File: src/verilog/enc_s4_pkg.sv
// Shared widths, limits and enums for the stage 4 carry and final bits logic
`default_nettype none

package enc_s4_pkg;

  // ---------------------------------------------------------------------
  // Data widths
  // ---------------------------------------------------------------------
  // One chunk from the encoder core: carry in bit 8, byte in bits 7..0
  localparam int RANGE_WIDTH = 16;
  localparam int LOW_WIDTH   = 24;
  localparam int D_SIZE      = 5;
  localparam int BYTE_WIDTH  = 8;

  // ---------------------------------------------------------------------
  // Limits
  // ---------------------------------------------------------------------
  localparam int MAX_PENDING   = 3;
  localparam int OUT_SLOTS     = 5;
  localparam int OUT_CNT_WIDTH = 3;
  localparam int GUARD_CYCLES  = 4;

  // Pending counter keeps one spare count so an overflow stays visible
  localparam int PEND_WIDTH      = $clog2(MAX_PENDING + 2);
  localparam int GUARD_CNT_WIDTH = $clog2(GUARD_CYCLES + 1);

  // Chunk that only extends the run of pending 0xFF bytes
  localparam logic [RANGE_WIDTH-1:0] FF_CHUNK = 16'h00FF;

  // ---------------------------------------------------------------------
  // Enums
  // ---------------------------------------------------------------------
  typedef enum logic [1:0] {
    CHUNK_NONE = 2'd0,
    CHUNK_ONE  = 2'd1,
    CHUNK_TWO  = 2'd2
  } chunk_cnt_e;

  typedef enum logic [1:0] {
    ST_EMPTY = 2'd0,
    ST_HOLD  = 2'd1,
    ST_DRAIN = 2'd2
  } carry_state_e;

endpackage

`default_nettype wire

File: src/verilog/carry_propagation.sv
// Carry FSM with held byte, pending 0xFF counter and five output byte lanes
`timescale 1ns/10ps
`default_nettype none

module carry_propagation (
  input  wire                               s4_clk,
  input  wire                               rst_n,
  input  wire                               carry_en,
  input  wire enc_s4_pkg::chunk_cnt_e       flag_in,
  input  wire                               drain,
  input  wire [enc_s4_pkg::RANGE_WIDTH-1:0] in_bitstream_1,
  input  wire [enc_s4_pkg::RANGE_WIDTH-1:0] in_bitstream_2,
  output logic [enc_s4_pkg::BYTE_WIDTH-1:0] out_bitstream_1,
  output logic [enc_s4_pkg::BYTE_WIDTH-1:0] out_bitstream_2,
  output logic [enc_s4_pkg::BYTE_WIDTH-1:0] out_bitstream_3,
  output logic [enc_s4_pkg::BYTE_WIDTH-1:0] out_bitstream_4,
  output logic [enc_s4_pkg::BYTE_WIDTH-1:0] out_bitstream_5,
  output logic [enc_s4_pkg::OUT_CNT_WIDTH-1:0] out_flag,
  output logic                              out_flag_last
);

  // ---------------------------------------------------------------------
  // State
  // ---------------------------------------------------------------------
  enc_s4_pkg::carry_state_e state;
  enc_s4_pkg::carry_state_e state_nxt;
  enc_s4_pkg::carry_state_e cur_state;

  logic [enc_s4_pkg::BYTE_WIDTH-1:0] held;
  logic [enc_s4_pkg::BYTE_WIDTH-1:0] held_nxt;
  logic [enc_s4_pkg::PEND_WIDTH-1:0] pend;
  logic [enc_s4_pkg::PEND_WIDTH-1:0] pend_nxt;

  // Gated request
  enc_s4_pkg::chunk_cnt_e flag_eff;
  logic                   drain_eff;

  logic [enc_s4_pkg::BYTE_WIDTH-1:0]    lane [enc_s4_pkg::OUT_SLOTS];
  logic [enc_s4_pkg::OUT_CNT_WIDTH-1:0] lane_cnt;
  logic                                 flag_last;

  // Nothing enters the FSM until the guard has expired
  assign flag_eff  = carry_en ? flag_in : enc_s4_pkg::CHUNK_NONE;
  assign drain_eff = carry_en & drain;
  // Drain cycle overrides whatever the register holds
  assign cur_state = drain_eff ? enc_s4_pkg::ST_DRAIN : state;

  // ---------------------------------------------------------------------
  // Chunk resolution, chunk 1 before chunk 2
  // ---------------------------------------------------------------------
  always_comb begin
    logic [enc_s4_pkg::RANGE_WIDTH-1:0] chunk;
    logic                               chunk_valid;
    logic                               carry;
    state_nxt = state;
    held_nxt  = held;
    pend_nxt  = pend;
    lane_cnt  = '0;
    flag_last = 1'b0;
    for (int i = 0; i < enc_s4_pkg::OUT_SLOTS; i++) begin
      lane[i] = '0;
    end
    unique case (cur_state)
      enc_s4_pkg::ST_DRAIN: begin
        // Flush tail: held byte, then the 0xFF run nobody resolved
        if (state == enc_s4_pkg::ST_HOLD) begin
          lane[lane_cnt] = held;
          lane_cnt       = lane_cnt + 1'b1;
          for (int p = 0; p < enc_s4_pkg::MAX_PENDING; p++) begin
            if (p < pend) begin
              lane[lane_cnt] = '1;
              lane_cnt       = lane_cnt + 1'b1;
            end
          end
        end
        state_nxt = enc_s4_pkg::ST_EMPTY;
        pend_nxt  = '0;
        flag_last = 1'b1;
      end
      default: begin
        for (int c = 0; c < 2; c++) begin
          chunk       = (c == 0) ? in_bitstream_1 : in_bitstream_2;
          chunk_valid = (c == 0) ? (flag_eff != enc_s4_pkg::CHUNK_NONE) :
                                   (flag_eff == enc_s4_pkg::CHUNK_TWO);
          carry       = chunk[enc_s4_pkg::BYTE_WIDTH];
          if (chunk_valid) begin
            if (state_nxt == enc_s4_pkg::ST_EMPTY) begin
              // First byte of a stream is only parked
              held_nxt  = chunk[enc_s4_pkg::BYTE_WIDTH-1:0];
              state_nxt = enc_s4_pkg::ST_HOLD;
            end else if (chunk == enc_s4_pkg::FF_CHUNK) begin
              pend_nxt = pend_nxt + 1'b1;
            end else begin
              lane[lane_cnt] = held_nxt + enc_s4_pkg::BYTE_WIDTH'(carry);
              lane_cnt       = lane_cnt + 1'b1;
              // Carry turns each pending 0xFF into 0x00
              for (int p = 0; p < enc_s4_pkg::MAX_PENDING; p++) begin
                if (p < pend_nxt) begin
                  lane[lane_cnt] = {enc_s4_pkg::BYTE_WIDTH{~carry}};
                  lane_cnt       = lane_cnt + 1'b1;
                end
              end
              held_nxt = chunk[enc_s4_pkg::BYTE_WIDTH-1:0];
              pend_nxt = '0;
            end
          end
        end
      end
    endcase
  end

  // ---------------------------------------------------------------------
  // Registers
  // ---------------------------------------------------------------------
  always_ff @(posedge s4_clk) begin
    if (!rst_n) begin
      state <= enc_s4_pkg::ST_EMPTY;
      pend  <= '0;
    end else begin
      state <= state_nxt;
      pend  <= pend_nxt;
    end
  end

  always_ff @(posedge s4_clk) begin
    held <= held_nxt;
  end

  assign out_bitstream_1 = lane[0];
  assign out_bitstream_2 = lane[1];
  assign out_bitstream_3 = lane[2];
  assign out_bitstream_4 = lane[3];
  assign out_bitstream_5 = lane[4];
  assign out_flag        = lane_cnt;
  assign out_flag_last   = flag_last;

  // ---------------------------------------------------------------------
  // Checks
  // ---------------------------------------------------------------------
  a_pend_limit: assert property (
    @(posedge s4_clk) disable iff (!rst_n)
    pend <= enc_s4_pkg::MAX_PENDING
  );

  // Nothing is held yet, so a carry would have no byte to land in
  a_no_carry_when_empty: assert property (
    @(posedge s4_clk) disable iff (!rst_n)
    (cur_state == enc_s4_pkg::ST_EMPTY && flag_eff != enc_s4_pkg::CHUNK_NONE)
      |-> !in_bitstream_1[enc_s4_pkg::BYTE_WIDTH]
  );

  a_lane_limit: assert property (
    @(posedge s4_clk) disable iff (!rst_n)
    lane_cnt <= enc_s4_pkg::OUT_SLOTS
  );

endmodule

`default_nettype wire

File: src/verilog/final_bits_generator.sv
// Final chunk builder from the closing low register and bit count
`timescale 1ns/10ps
`default_nettype none

module final_bits_generator (
  input  wire [enc_s4_pkg::LOW_WIDTH-1:0] in_low,
  input  wire [enc_s4_pkg::D_SIZE-1:0]    in_cnt,
  output enc_s4_pkg::chunk_cnt_e          final_flag,
  output logic [enc_s4_pkg::RANGE_WIDTH-1:0] out_bit_1,
  output logic [enc_s4_pkg::RANGE_WIDTH-1:0] out_bit_2
);

  // Top nine bits of low: carry at low[23], byte at low[22:15]
  logic [enc_s4_pkg::BYTE_WIDTH:0]   top_bits;
  // Next byte down, low[14:7], never carries
  logic [enc_s4_pkg::BYTE_WIDTH-1:0] next_byte;

  assign top_bits  = in_low[enc_s4_pkg::LOW_WIDTH-1 -: enc_s4_pkg::BYTE_WIDTH + 1];
  assign next_byte = in_low[enc_s4_pkg::LOW_WIDTH-enc_s4_pkg::BYTE_WIDTH-2 -:
                            enc_s4_pkg::BYTE_WIDTH];

  always_comb begin
    out_bit_1 = enc_s4_pkg::RANGE_WIDTH'(top_bits);
    out_bit_2 = enc_s4_pkg::RANGE_WIDTH'(next_byte);
    // A second byte only carries information past eight pending bits
    if (in_cnt <= enc_s4_pkg::BYTE_WIDTH) begin
      final_flag = enc_s4_pkg::CHUNK_ONE;
    end else begin
      final_flag = enc_s4_pkg::CHUNK_TWO;
    end
  end

endmodule

`default_nettype wire

File: src/verilog/s4_reset_control.sv
// Output guard counter that keeps the carry logic disabled right after reset
`timescale 1ns/10ps
`default_nettype none

module s4_reset_control (
  input  wire  s4_clk,
  input  wire  rst_n,
  output logic carry_en
);

  logic [enc_s4_pkg::GUARD_CNT_WIDTH-1:0] guard_cnt;

  // Saturates at GUARD_CYCLES, counting edges since rst_n went high
  always_ff @(posedge s4_clk) begin
    if (!rst_n) begin
      guard_cnt <= '0;
    end else if (guard_cnt != enc_s4_pkg::GUARD_CYCLES) begin
      guard_cnt <= guard_cnt + 1'b1;
    end
  end

  // The encoder core may still emit garbage while its own reset settles
  assign carry_en = (guard_cnt == enc_s4_pkg::GUARD_CYCLES);

endmodule

`default_nettype wire

File: src/verilog/stage_4.sv
// Stage 4 top: flush sequencing, final chunk mux, carry FSM and output registers
`timescale 1ns/10ps
`default_nettype none

module stage_4 (
  input  wire                               s4_clk,
  input  wire                               rst_n,
  input  wire                               flush,
  input  wire enc_s4_pkg::chunk_cnt_e       in_arith_flag,
  input  wire [enc_s4_pkg::RANGE_WIDTH-1:0] in_arith_bitstream_1,
  input  wire [enc_s4_pkg::RANGE_WIDTH-1:0] in_arith_bitstream_2,
  input  wire [enc_s4_pkg::LOW_WIDTH-1:0]   in_arith_low,
  input  wire [enc_s4_pkg::D_SIZE-1:0]      in_arith_cnt,
  output logic [enc_s4_pkg::BYTE_WIDTH-1:0] out_carry_bit_1,
  output logic [enc_s4_pkg::BYTE_WIDTH-1:0] out_carry_bit_2,
  output logic [enc_s4_pkg::BYTE_WIDTH-1:0] out_carry_bit_3,
  output logic [enc_s4_pkg::BYTE_WIDTH-1:0] out_carry_bit_4,
  output logic [enc_s4_pkg::BYTE_WIDTH-1:0] out_carry_bit_5,
  output logic [enc_s4_pkg::OUT_CNT_WIDTH-1:0] out_carry_flag_bitstream,
  output logic                              output_flag_last
);

  logic carry_en;

  // Final chunks, combinational and captured on flush
  enc_s4_pkg::chunk_cnt_e             fin_flag;
  enc_s4_pkg::chunk_cnt_e             fin_flag_q;
  logic [enc_s4_pkg::RANGE_WIDTH-1:0] fin_bit_1;
  logic [enc_s4_pkg::RANGE_WIDTH-1:0] fin_bit_2;
  logic [enc_s4_pkg::RANGE_WIDTH-1:0] fin_bit_1_q;
  logic [enc_s4_pkg::RANGE_WIDTH-1:0] fin_bit_2_q;

  // flush_d1 marks the final-processing cycle, flush_d2 the drain
  logic flush_d1;
  logic flush_d2;

  enc_s4_pkg::chunk_cnt_e             mux_flag;
  logic [enc_s4_pkg::RANGE_WIDTH-1:0] mux_bit_1;
  logic [enc_s4_pkg::RANGE_WIDTH-1:0] mux_bit_2;

  logic [enc_s4_pkg::BYTE_WIDTH-1:0]    carry_bit_1;
  logic [enc_s4_pkg::BYTE_WIDTH-1:0]    carry_bit_2;
  logic [enc_s4_pkg::BYTE_WIDTH-1:0]    carry_bit_3;
  logic [enc_s4_pkg::BYTE_WIDTH-1:0]    carry_bit_4;
  logic [enc_s4_pkg::BYTE_WIDTH-1:0]    carry_bit_5;
  logic [enc_s4_pkg::OUT_CNT_WIDTH-1:0] carry_cnt;
  logic                                 carry_last;

  s4_reset_control u_reset_ctrl (
    .s4_clk   (s4_clk),
    .rst_n    (rst_n),
    .carry_en (carry_en)
  );

  final_bits_generator u_final_bits (
    .in_low     (in_arith_low),
    .in_cnt     (in_arith_cnt),
    .final_flag (fin_flag),
    .out_bit_1  (fin_bit_1),
    .out_bit_2  (fin_bit_2)
  );

  // ---------------------------------------------------------------------
  // Flush sequencing
  // ---------------------------------------------------------------------
  always_ff @(posedge s4_clk) begin
    if (flush) begin
      fin_flag_q  <= fin_flag;
      fin_bit_1_q <= fin_bit_1;
      fin_bit_2_q <= fin_bit_2;
    end
  end

  always_ff @(posedge s4_clk) begin
    if (!rst_n) begin
      flush_d1 <= 1'b0;
      flush_d2 <= 1'b0;
    end else begin
      flush_d1 <= flush;
      flush_d2 <= flush_d1;
    end
  end

  // Core chunks normally, captured final chunks one cycle after flush
  assign mux_flag  = flush_d1 ? fin_flag_q  : in_arith_flag;
  assign mux_bit_1 = flush_d1 ? fin_bit_1_q : in_arith_bitstream_1;
  assign mux_bit_2 = flush_d1 ? fin_bit_2_q : in_arith_bitstream_2;

  carry_propagation u_carry (
    .s4_clk          (s4_clk),
    .rst_n           (rst_n),
    .carry_en        (carry_en),
    .flag_in         (mux_flag),
    .drain           (flush_d2),
    .in_bitstream_1  (mux_bit_1),
    .in_bitstream_2  (mux_bit_2),
    .out_bitstream_1 (carry_bit_1),
    .out_bitstream_2 (carry_bit_2),
    .out_bitstream_3 (carry_bit_3),
    .out_bitstream_4 (carry_bit_4),
    .out_bitstream_5 (carry_bit_5),
    .out_flag        (carry_cnt),
    .out_flag_last   (carry_last)
  );

  // ---------------------------------------------------------------------
  // Output registers
  // ---------------------------------------------------------------------
  // Lanes hold their last bytes between strobes
  always_ff @(posedge s4_clk) begin
    if (carry_cnt != '0) begin
      out_carry_bit_1 <= carry_bit_1;
      out_carry_bit_2 <= carry_bit_2;
      out_carry_bit_3 <= carry_bit_3;
      out_carry_bit_4 <= carry_bit_4;
      out_carry_bit_5 <= carry_bit_5;
    end
  end

  always_ff @(posedge s4_clk) begin
    if (!rst_n) begin
      out_carry_flag_bitstream <= '0;
      output_flag_last         <= 1'b0;
    end else begin
      out_carry_flag_bitstream <= carry_cnt;
      output_flag_last         <= carry_last;
    end
  end

  // ---------------------------------------------------------------------
  // Input protocol
  // ---------------------------------------------------------------------
  // Final chunks own the carry FSM for the flush cycle and the two after it
  a_quiet_around_flush: assert property (
    @(posedge s4_clk) disable iff (!rst_n)
    flush |-> (in_arith_flag == enc_s4_pkg::CHUNK_NONE) [*3]
  );

endmodule

`default_nettype wire
File: config.mk
export PLATFORM = sky130hd
export DESIGN_NAME = stage_4
export DESIGN_NICKNAME = d
export VERILOG_FILES = /design/src/verilog/enc_s4_pkg.sv /design/src/verilog/carry_propagation.sv /design/src/verilog/final_bits_generator.sv /design/src/verilog/s4_reset_control.sv /design/src/verilog/stage_4.sv
export SDC_FILE = /design/constraint.sdc
export NUM_CORES = 1
export LEC_CHECK = 0
export BUFFER_PORTS_ARGS = -buffer_cell sky130_fd_sc_hd__buf_2
export CAP_MARGIN = 40
export CORE_MARGIN = 2
export CORE_UTILIZATION = 45
export CTS_BUF_LIST = sky130_fd_sc_hd__clkbuf_8
export DETAILED_ROUTE_END_ITERATION = 10
export PLACE_DENSITY = 0.67
export SYNTH_ARGS = -nofsm -noshare
export SYNTH_HDL_FRONTEND = slang
export SYNTH_HIERARCHICAL = 1
export SYNTH_SLANG_ARGS = --single-unit
File: constraint.sdc
create_clock -name s4_clk -period 5.6 [get_ports s4_clk]
set_clock_uncertainty 0.05 [all_clocks]
set_input_delay 0.84 -clock s4_clk [delete_from_list [all_inputs] [get_ports s4_clk]]
set_output_delay 0.84 -clock s4_clk [all_outputs]
set_load 0.03 [all_outputs]
Yosys cells after proc, flatten, opt, wreduce, memory -nomap -nowiden
Index checks and enable logic that the tools add are counted.
{"block": "totals", "ff_bits": 81, "in_bits": 66, "out_inout_bits": 44, "word_cells": 209}
{"block": "op_classes", "addsub": 13, "n_lt_le_gt_ge": 23, "eq_ne": 7, "n_mux": 123, "n_bitwise": 14, "n_reduce_logical": 13}
{"operator": "two-way mux 40 bit", "n": 30}
{"operator": "bitwise mux 40 bit", "n": 6}
{"operator": "demux 8 bit (select 3 bit)", "n": 8}
{"operator": "two-way mux 8 bit", "n": 23}
{"operator": "two-way mux 3 bit", "n": 43}
{"operator": "bitwise OR 40 bit", "n": 2}
{"operator": "adder 3 x 1 -> 3 bit, second input constant", "n": 11}
{"operator": "== test 16 x 8 -> 1 bit, second input constant", "n": 2}
{"operator": "greater-or-equal comparator 4 bit, second input constant", "n": 8}
{"operator": "less-than comparator 4 x 1 -> 1 bit, second input constant", "n": 8}
{"operator": "two-way mux 16 bit", "n": 2}
{"operator": "NOT 3 -> 4 bit", "n": 8}
{"operator": "two-way mux 2 bit", "n": 10}
{"operator": "adder 8 x 1 -> 8 bit", "n": 2}
{"operator": "less-than comparator 1 x 3 -> 1 bit, first input constant", "n": 4}
{"operator": "logical AND 1 bit", "n": 8}
{"operator": "less-than comparator 2 x 3 -> 1 bit, first input constant", "n": 2}
{"operator": "less-or-equal comparator 5 x 4 -> 1 bit, second input constant", "n": 1}
{"operator": "== test 2 bit, second input constant", "n": 2}
{"operator": "logical NOT 2 bit", "n": 2}
{"operator": "== test 3 bit, second input constant", "n": 1}
{"operator": "!= test 3 bit, second input constant", "n": 1}
{"operator": "NOT 1 bit", "n": 3}
{"operator": "nonzero test 3 bit", "n": 1}
{"operator": "other kinds (5)", "n": 5}

Longest topological paths before layout
Gate-level depths: netlist (run 1).
{"block": "logic_depth", "ltp_word": 42, "depth_mapped": 19, "mapped_depth_nobuf": 16}

Cells and area by module
The synthesis (run 1) kept the hierarchy.
{"module": "stage_4", "n_inst": 1, "cells_per_inst": 125, "area_each_um2": 2949.1}
{"module": "carry_propagation", "n_inst": 1, "cells_per_inst": 376, "area_each_um2": 2537.4}
{"module": "final_bits_generator", "n_inst": 1, "cells_per_inst": 37, "area_each_um2": 270.3}
{"module": "s4_reset_control", "n_inst": 1, "cells_per_inst": 17, "area_each_um2": 156.4}

Least setup slack after synthesis (run 1)
No wires, ideal clock.
{"block": "synth_timing", "path_type": "in2reg", "start": "input port in_arith_bitstream_1[8] in the netlist's numbering", "end": "register out_carry_bit_1[0] in the netlist's numbering (enable)", "setup_ns": 0.399, "arrival_time_ns": 4.730, "required_ns": 5.151, "slack_ns": 0.421, "cell_stages": 16, "path_buffers": 2, "path_cell_list": "mux2_4 > nor4b_2 > nand4_1 > nand2_1 > clkbuf_1 > nor2_1 > ha_1 > clkbuf_1 > xnor2_1 > ha_1 > nor2_1 > a21oi_1 > ha_1 > mux2i_1 > o22ai_1 > or3_1"}
{"block": "synth_via", "elab_chain_cells": 26}
{"item": "from (decl)", "line_no": "stage_4.sv:10", "text": "input wire [enc_s4_pkg::RANGE_WIDTH-1:0] in_arith_bitstream_1,"}
{"item": "two-way mux 16 bit *", "line_no": "stage_4.sv:86", "text": "assign mux_bit_1 = flush_d1 ? fin_bit_1_q : in_arith_bitstream_1;"}
{"item": "== test 16 x 8 -> 1 bit *", "line_no": "carry_propagation.sv:91", "text": "end else if (chunk == enc_s4_pkg::FF_CHUNK) begin"}
{"item": "two-way mux 3 bit", "line_no": "carry_propagation.sv:91"}
{"item": "two-way mux 3 bit", "line_no": "carry_propagation.sv:87", "text": "if (state_nxt == enc_s4_pkg::ST_EMPTY) begin"}
{"item": "two-way mux 3 bit", "line_no": "carry_propagation.sv:86", "text": "if (chunk_valid) begin"}
{"item": "two-way mux 3 bit", "line_no": "carry_propagation.sv:63", "text": "unique case (cur_state)"}
{"item": "adder 3 x 1 -> 3 bit", "line_no": "carry_propagation.sv:95", "text": "lane_cnt = lane_cnt + 1'b1;"}
{"item": "adder 3 x 1 -> 3 bit", "line_no": "carry_propagation.sv:100", "text": "lane_cnt = lane_cnt + 1'b1;"}
{"item": "[... 11 more ...]"}
{"item": "adder 3 x 1 -> 3 bit", "line_no": "carry_propagation.sv:100"}
{"item": "two-way mux 3 bit", "line_no": "carry_propagation.sv:98", "text": "if (p < pend_nxt) begin"}
{"item": "two-way mux 3 bit", "line_no": "carry_propagation.sv:91"}
{"item": "two-way mux 3 bit", "line_no": "carry_propagation.sv:87"}
{"item": "two-way mux 3 bit *", "line_no": "carry_propagation.sv:86"}
{"item": "two-way mux 3 bit *", "line_no": "carry_propagation.sv:63"}
{"item": "via carry_cnt (one bit)", "line_no": "stage_4.sv:46", "text": "logic [enc_s4_pkg::OUT_CNT_WIDTH-1:0] carry_cnt;"}
{"item": "nonzero test 3 bit *", "line_no": "stage_4.sv:111", "text": "if (carry_cnt != '0) begin"}
{"item": "to (signal assigned)", "line_no": "stage_4.sv:112", "text": "out_carry_bit_1 <= carry_bit_1;"}
{"item": "to (decl)", "line_no": "stage_4.sv:14", "text": "output logic [enc_s4_pkg::BYTE_WIDTH-1:0] out_carry_bit_1,"}
The timed path passes the listed nets; every way through them passes the cells marked *. The select of a mux whose other input is x is not followed.
A chain may end at the register's enable or synchronous reset.

Worst setup path in the final report (run 1)
{"block": "layout_timing", "start": "register flush_d1", "end": "register out_carry_bit_4[3] in the netlist's numbering (enable)"}
{"block": "layout_via", "elab_chain_cells": 26}
{"item": "from (decl)", "line_no": "stage_4.sv:34", "text": "logic flush_d1;"}
{"item": "from (signal assigned)", "line_no": "stage_4.sv:79", "text": "flush_d1 <= flush;"}
{"item": "two-way mux 16 bit *", "line_no": "stage_4.sv:86"}
{"item": "via mux_bit_1 (one bit)", "line_no": "stage_4.sv:38", "text": "logic [enc_s4_pkg::RANGE_WIDTH-1:0] mux_bit_1;"}
{"item": "== test 16 x 8 -> 1 bit *", "line_no": "carry_propagation.sv:91"}
{"item": "two-way mux 3 bit", "line_no": "carry_propagation.sv:91"}
{"item": "two-way mux 3 bit", "line_no": "carry_propagation.sv:87"}
{"item": "two-way mux 3 bit", "line_no": "carry_propagation.sv:86"}
{"item": "two-way mux 3 bit", "line_no": "carry_propagation.sv:63"}
{"item": "adder 3 x 1 -> 3 bit", "line_no": "carry_propagation.sv:95"}
{"item": "[... 12 more ...]"}
{"item": "adder 3 x 1 -> 3 bit", "line_no": "carry_propagation.sv:100"}
{"item": "two-way mux 3 bit", "line_no": "carry_propagation.sv:98"}
{"item": "two-way mux 3 bit", "line_no": "carry_propagation.sv:91"}
{"item": "two-way mux 3 bit", "line_no": "carry_propagation.sv:87"}
{"item": "two-way mux 3 bit *", "line_no": "carry_propagation.sv:86"}
{"item": "two-way mux 3 bit *", "line_no": "carry_propagation.sv:63"}
{"item": "via carry_cnt (one bit)", "line_no": "stage_4.sv:46"}
{"item": "nonzero test 3 bit *", "line_no": "stage_4.sv:111"}
{"item": "to (signal assigned)", "line_no": "stage_4.sv:115", "text": "out_carry_bit_4 <= carry_bit_4;"}
{"item": "to (decl)", "line_no": "stage_4.sv:17", "text": "output logic [enc_s4_pkg::BYTE_WIDTH-1:0] out_carry_bit_4,"}
Marks and branches as above.

==> summary.txt, run 1 <==
Outcome
  • Status: complete, no violations

Finish
  • Commonest non-fill, non-tap cell in the layout: buf_2
  • Layout cells sized above 1: 0.278
  • Finished Cell Area: 0.00656 mm^2
  • # diodes: 0
  • Commonest cells after routing, fill and taps aside: 104 x buf_2, 82 x edfxtp_1, 64 x nand2_1
  • Area Overhead vs Synth: 11.0%
  • Final nets: 716

CTS
  • CTS tree: yes
  • # clock sinks: 96
  • Num CTS Buffers: 9
  • Reg clk slew, reported paths: 0.10 ns
  • Cts hold-fix bufs: 0
  • Post-cts gate resize count: 0
  • H-tree depth: 3
  • Worst-Skew Late Latency: 0.38 ns
  • Buffer count from post-CTS setup fixing: 0
  • CTS root buf: clkbuf_8
  • Max clock buf depth: 2

Logic synthesis
  • Post-synth cell types: 67
  • Avg Inst Size Synth: 10.7 um^2
  • Mux share of post-synthesis cell area: 0.106
  • Post-synth ARST share: 0
  • Post-synthesis instance area: 0.00591 mm^2
  • Top cell type's share of synthesized area: 0.416
  • Syn. warnings: 6
  • Post-synth EDFFs: 82
  • Synth Area in XOR/XNOR: 0.0311
  • Compound-Gate Fraction of Synth Area: 0.148
  • Synth Area in Simple Gates: 0.152
  • Synth area leader: edfxtp_1
  • Main synth FF type: edfxtp_1
  • Post-synthesis adder-cell area fraction: 0.0254
  • Yosys reg bits: 96
  • Main combinational cell family by area after synthesis: simple AND/OR/NAND/NOR gates
  • Cells after synthesis: 555
  • Post-synthesis sequential area ratio: 0.464
  • Synth area leaders: edfxtp_1 42%, mux2_4 7.4%, dfxtp_1 4.7%

Setup path
  • Worst EP arrival: 5.00 ns
  • Critical Path Sink Type: flip-flop
  • CP max FO: 40
  • Critical path class: flip-flop to flip-flop
  • Nature of the critical path startpoint: flip-flop
  • WP data required: 5.63 ns

Detailed routing
  • Remaining DRCs: 0
  • Vias per Instance: 5.36
  • Routed WL: 12900 um
  • DRT Pass-1 Iters: 5
  • Via count: 4368
  • Initial DRC Count: 274
  • WL/cell: 15.8 um
  • Remaining antenna violation count: 0

Global route
  • GR Layer Usage met1: 0.243
  • First-pass GRT wire length: 21000 um
  • Antenna violations before repair: 0
  • Largest net degree at the start of global routing: 41
  • Tot GR Track Use: 0.189
  • Total grt overflow: 0
  • Met3 Use GR: 0.0391
  • Vias in the first global route: 4175
  • Met2 usage: 0.315
  • Gr busiest metal: met2

STA
  • Fmax: 0.201 GHz
  • Final Cycle Share: 0.887
  • Final WS setup: 0.631 ns
  • RSZ-0062 raised after global routing: no
  • Slew margin rel.: 0.412
  • Hold Vio Cnt, Final: 0
  • Fin Setup TNS: 0 ns
  • Final setup fails: 0
  • Minimum clock period: 4.97 ns
  • Slew Viols, Final: 0
  • Slew @ Worst Pin: 0.872 ns

Floorplan
  • CORE AREA: 0.0127 mm^2
  • Num ports: 110
  • Die area: 0.0141 mm^2
  • Starting density of the core: 0.465
  • Die Span X: 119 um
  • # rows: 41
  • Die height: 119 um

Placed design
  • Placer Congestion: 0.919
  • Dpl hpwl: 9800 um
  • PortBufs: 102
  • Post-place setup slack: 0.453 ns
  • Placed cell area: 0.00637 mm^2

Hold path
  • Min-delay worst type: flip-flop to flip-flop

Job
  • Max Cap Violations: 0

Power and ir drop
  • P_leak: 2.78 nW
  • PD cells: 266 mW/mm^2
  • Sw frac: 0.308
  • Combinational power share: 0.220
  • Share of total power in sequential cells: 0.524
  • Total Power: 1.74 mW
  • Worst VDD drop: 0.000175 V
  • Cell-internal power: 1.21 mW
  • Clock power frac: 0.256
  • NetSw: 0.538 mW
## logic make-up (layout without fill, tap and decap cells)
group,Yosys count,after routing
AND/OR/NAND/NOR,179,179
AO/OA/AOI/OAI,134,134
flip-flops,96,96
buffers and inverters,65,139
multiplexers,47,47
XOR/XNOR,21,21
adder cells (fa/ha/maj),12,12
other,1,15
## area by class of cell
type	count	area, um^2
flip-flops and latches	96	2740
clock inverters	7	63.8
inverters	11	41.3
multi-input cells	408	2790
repair buffers	112	581
fillers	1200	6160
clock buffers	9	124
well taps	172	215
## final timing paths
path	from	endpoint	slack, ns	depth (start not counted)
max reg2reg	flush_d1$_SDFF_PN0_	out_carry_bit_4[3]$_DFFE_PP_	0.63	16
max	flush_d1$_SDFF_PN0_	out_carry_bit_4[3]$_DFFE_PP_	0.63	16
min reg2reg	u_reset_ctrl/guard_cnt[1]$_SDFFE_PN0P_	u_reset_ctrl/guard_cnt[1]$_SDFFE_PN0P_	0.47	2
min	u_reset_ctrl/guard_cnt[1]$_SDFFE_PN0P_	u_reset_ctrl/guard_cnt[1]$_SDFFE_PN0P_	0.47	2
## cells in the mapped netlist, types with 2 or more instances
master / instances
nand2b_1: 3
a211oi_1: 3
nand2_1: 64
nor4_1: 4
xnor2_1: 12
and3b_1: 3
buf_1: 2
o21ai_0: 32
a21o_1: 9
o22ai_1: 3
buf_2: 4
mux2i_1: 9
edfxtp_1: 82
o21ai_1: 10
nand3b_1: 4
a21oi_1: 37
and4b_1: 2
buf_12: 3
a31o_1: 3
dfxtp_1: 14
a22o_1: 2
mux2_4: 29
a31oi_1: 5
buf_4: 33
or3_1: 3
and4_1: 4
a221o_1: 6
or2_1: 2
a2bb2oi_1: 2
and3_1: 6
a22oi_1: 3
nor2_1: 42
inv_1: 11
o21ai_2: 2
and2_1: 8
xor2_1: 9
clkbuf_1: 11
o221ai_1: 5
ha_1: 12
mux2_2: 9
nand3_1: 10
nor3_1: 8
nand4_1: 6
## layer usage
layer,vias up,part of all wire
met5,-,0
met4,0,0.016
met3,18,0.066
met2,167,0.47
met1,2014,0.45
li1,2169,-
## sequential cells by signal, summed over array words and instances (netlist names), 3 cells and up
register                  cells
fin_bit_1_q                  16
fin_bit_2_q                  16
out_carry_bit_1               8
out_carry_bit_2               8
out_carry_bit_3               8
out_carry_bit_4               8
out_carry_bit_5               8
out_carry_flag_bitstream      3
u_carry/held                  8
u_carry/pend                  3
u_reset_ctrl/guard_cnt        3
## stage by stage
step,utilization,hold WS [ns],cells
after floorplan,-,0.414,569
after global placement,0.500,0.432,796
after detailed placement,0.501,0.450,798
after CTS,0.515,0.474,814
after global routing,0.516,0.502,815
final,0.516,0.470,815
## power by group through the flow
stage,registers [mW],clock network [mW],logic (mW)
after global placement,0.924,0,0.371
after global routing,0.922,0.483,0.422
after floorplan,0.880,0,0.315
final,0.914,0.446,0.384
after CTS,0.912,0.455,0.381
after detailed placement,0.928,0,0.378
## worst max-delay path, stage by stage (launching register included)
cell     delay, ns
dfxtp_2       0.42
buf_4         0.38
mux2_4        0.39
nor4b_2       0.31
and4_1        0.46
nor2_1        0.10
nand2_1       0.10
ha_1          0.33
xnor2_1       0.18
ha_1          0.33
nor2_1        0.23
a21oi_1       0.11
ha_1          0.31
mux2i_1       0.15
o22ai_1       0.12
or3_1         0.40
buf_4         0.28
(Power assumes the default switching activity.)
==> inputs of run 2 (changes only) <==
==> constraint.sdc (replaced) <==
create_clock -name s4_clk -period 5.9 [get_ports s4_clk]
set_clock_uncertainty 0.05 [all_clocks]
set_input_delay 0.885 -clock s4_clk [delete_from_list [all_inputs] [get_ports s4_clk]]
set_output_delay 0.885 -clock s4_clk [all_outputs]
set_load 0.03 [all_outputs]
==> run 2 against run 1 <==
Via count rose by 0.57%. Final cell count unchanged. Sequential share of layout area increased by 0.088 points. Worst hold slack lost 0.0076 ns. Clock power fell by 12%. Global-route usage decreased by 0.083 points. Critical path type unchanged.
==> summary.txt, run 2 (synthesis results as in run 1) <==
Outcome
  • Status: complete, no violations

Floorplan
  • Num ports: 110
  • # rows: 41
  • Die area: 0.0141 mm^2
  • Starting density of the core: 0.465
  • Die Span X: 119 um
  • Die height: 119 um
  • CORE AREA: 0.0127 mm^2

STA
  • Slew @ Worst Pin: 0.940 ns
  • Slew margin rel.: 0.368
  • Minimum clock period: 5.06 ns
  • Final Cycle Share: 0.858
  • Fin Setup TNS: 0 ns
  • Hold Vio Cnt, Final: 0
  • Slew Viols, Final: 0
  • RSZ-0062 raised after global routing: no
  • Fmax: 0.198 GHz
  • Final setup fails: 0

Setup path
  • Worst EP arrival: 5.11 ns
  • RR Startpoint: flush_d1$_SDFF_PN0_
  • WP data required: 5.95 ns
  • CP max stage delay: 0.74 ns
  • Critical path class: flip-flop to flip-flop
  • Crit-path cells: buf_4 > mux2_2 > o221ai_4 > nor2_1 > a21oi_2 > nand2_1 > xnor2_1 > ha_1 > nor2_1 > a21oi_1 > ha_1 > mux2i_1 > o22ai_1 > or3_1 > buf_4
  • Critical Path Sink Type: flip-flop
  • Flop2flop setup slack: 0.84 ns
  • Nature of the critical path startpoint: flip-flop
  • CP startpoint: flush_d1$_SDFF_PN0_
  • R2r worst-path depth: 15
  • CP max FO: 40
  • Worst r2r dst: out_carry_bit_4[2]$_DFFE_PP_
  • Crit-path slowest cell: dfxtp_2

Finish
  • Layout cells sized above 1: 0.278
  • Non-Filler Instances: 815
  • Commonest cells after routing, fill and taps aside: 104 x buf_2, 82 x edfxtp_1, 64 x nand2_1
  • Top Registers: fin_bit_1_q x16, fin_bit_2_q x16
  • Final nets: 716
  • Area Overhead vs Synth: 10.7%
  • Finished Cell Area: 0.00655 mm^2
  • # diodes: 0
  • FILL cells: 1175
  • Commonest non-fill, non-tap cell in the layout: buf_2

Detailed routing
  • Vias per Instance: 5.39
  • Initial DRC Count: 253
  • WL/cell: 15.8 um
  • Remaining antenna violation count: 0
  • DRT Pass-1 Iters: 5
  • Routed WL: 12900 um
  • Via count: 4393
  • Remaining DRCs: 0

CTS
  • H-tree depth: 3
  • Post-cts gate resize count: 0
  • Buffer count from post-CTS setup fixing: 0
  • Worst-Skew Late Latency: 0.39 ns
  • # clock sinks: 96
  • Max clock buf depth: 2
  • Cts hold-fix bufs: 0
  • Num CTS Buffers: 9
  • CTS tree: yes
  • CTS root buf: clkbuf_8
  • Reg clk slew, reported paths: 0.09 ns

Placed design
  • Placed cell area: 0.00637 mm^2
  • Placer Congestion: 0.914
  • PortBufs: 102
  • Dpl hpwl: 9790 um
  • Placed cell count: 798

Power and ir drop
  • Worst VDD drop: 0.000146 V
  • P_leak: 2.77 nW
  • PD cells: 247 mW/mm^2

Hold path
  • Hold_sp: u_reset_ctrl/guard_cnt[1]$_SDFFE_PN0P_
  • Min-delay worst type: flip-flop to flip-flop
  • Hold Crit Endpoint: u_reset_ctrl/guard_cnt[1]$_SDFFE_PN0P_
  • Hold Crit Depth: 2

Job
  • Max Cap Violations: 0

Global route
  • Largest net degree at the start of global routing: 41
  • Tot GR Track Use: 0.188
  • Vias in the first global route: 4227
  • First-pass GRT wire length: 20900 um
  • Antenna violations before repair: 0
  • Total grt overflow: 0
[run 2: final cells by class]
class | count | area [um^2] | area share
well taps | 172 | 215 | 0.0329
inverters | 11 | 41.3 | 0.00630
repair buffers | 112 | 581 | 0.0887
clock buffers | 10 | 138 | 0.0210
flip-flops and latches | 96 | 2740 | 0.419
clock inverters | 6 | 36.3 | 0.00554
multi-input cells | 408 | 2790 | 0.427
[run 2: routing by layer]
metal | wire [um] | track usage
met1 | 5670 | 0.238
met2 | 6080 | 0.310
met3 | 889 | 0.0415
met4 | 259 | 0.0781
met5 | 0 | 0
[run 2: how the worst max path moves through the flow]
stage	end	slack [ns]	depth (start not counted)
2_1_floorplan	out_carry_bit_1[0]$_DFFE_PP_	0.68	16
3_3_place_gp	out_carry_bit_1[2]$_DFFE_PP_	0.85	16
3_5_place_dp	out_carry_bit_1[4]$_DFFE_PP_	0.77	16
4_1_cts	out_carry_bit_5[2]$_DFFE_PP_	0.84	15
5_1_grt	out_carry_bit_5[2]$_DFFE_PP_	0.52	15
6_report	out_carry_bit_4[2]$_DFFE_PP_	0.84	15
[run 2: through the flow]
step	power [mW]	util	hold WS, ns	setup WS, ns
finish	1.62	0.515	0.462	0.837
global route	1.69	0.515	0.486	0.518
CTS	1.63	0.514	0.466	0.843
detailed placement	1.24	0.501	0.444	0.774
global placement	1.22	0.500	0.432	0.855
floorplan	1.13	-	0.414	0.676
[run 2: critical path, delay by kind of cell, from the launching register on]
| family | cells | cell delay, ns |
|---|---|---|
| fa+ha+maj | 2 | 0.63 |
| buf+inv | 2 | 0.61 |
| mux | 2 | 0.54 |
| compound gates | 4 | 0.95 |
| flops | 1 | 0.74 |
| xor+xnor | 1 | 0.19 |
| simple gates | 4 | 1.03 |
[run 2: power by group]
group	internal [mW]	switching, mW	total, mW
Combinational	0.156	0.202	0.358
Sequential	0.797	0.0715	0.868
Clock	0.162	0.230	0.393
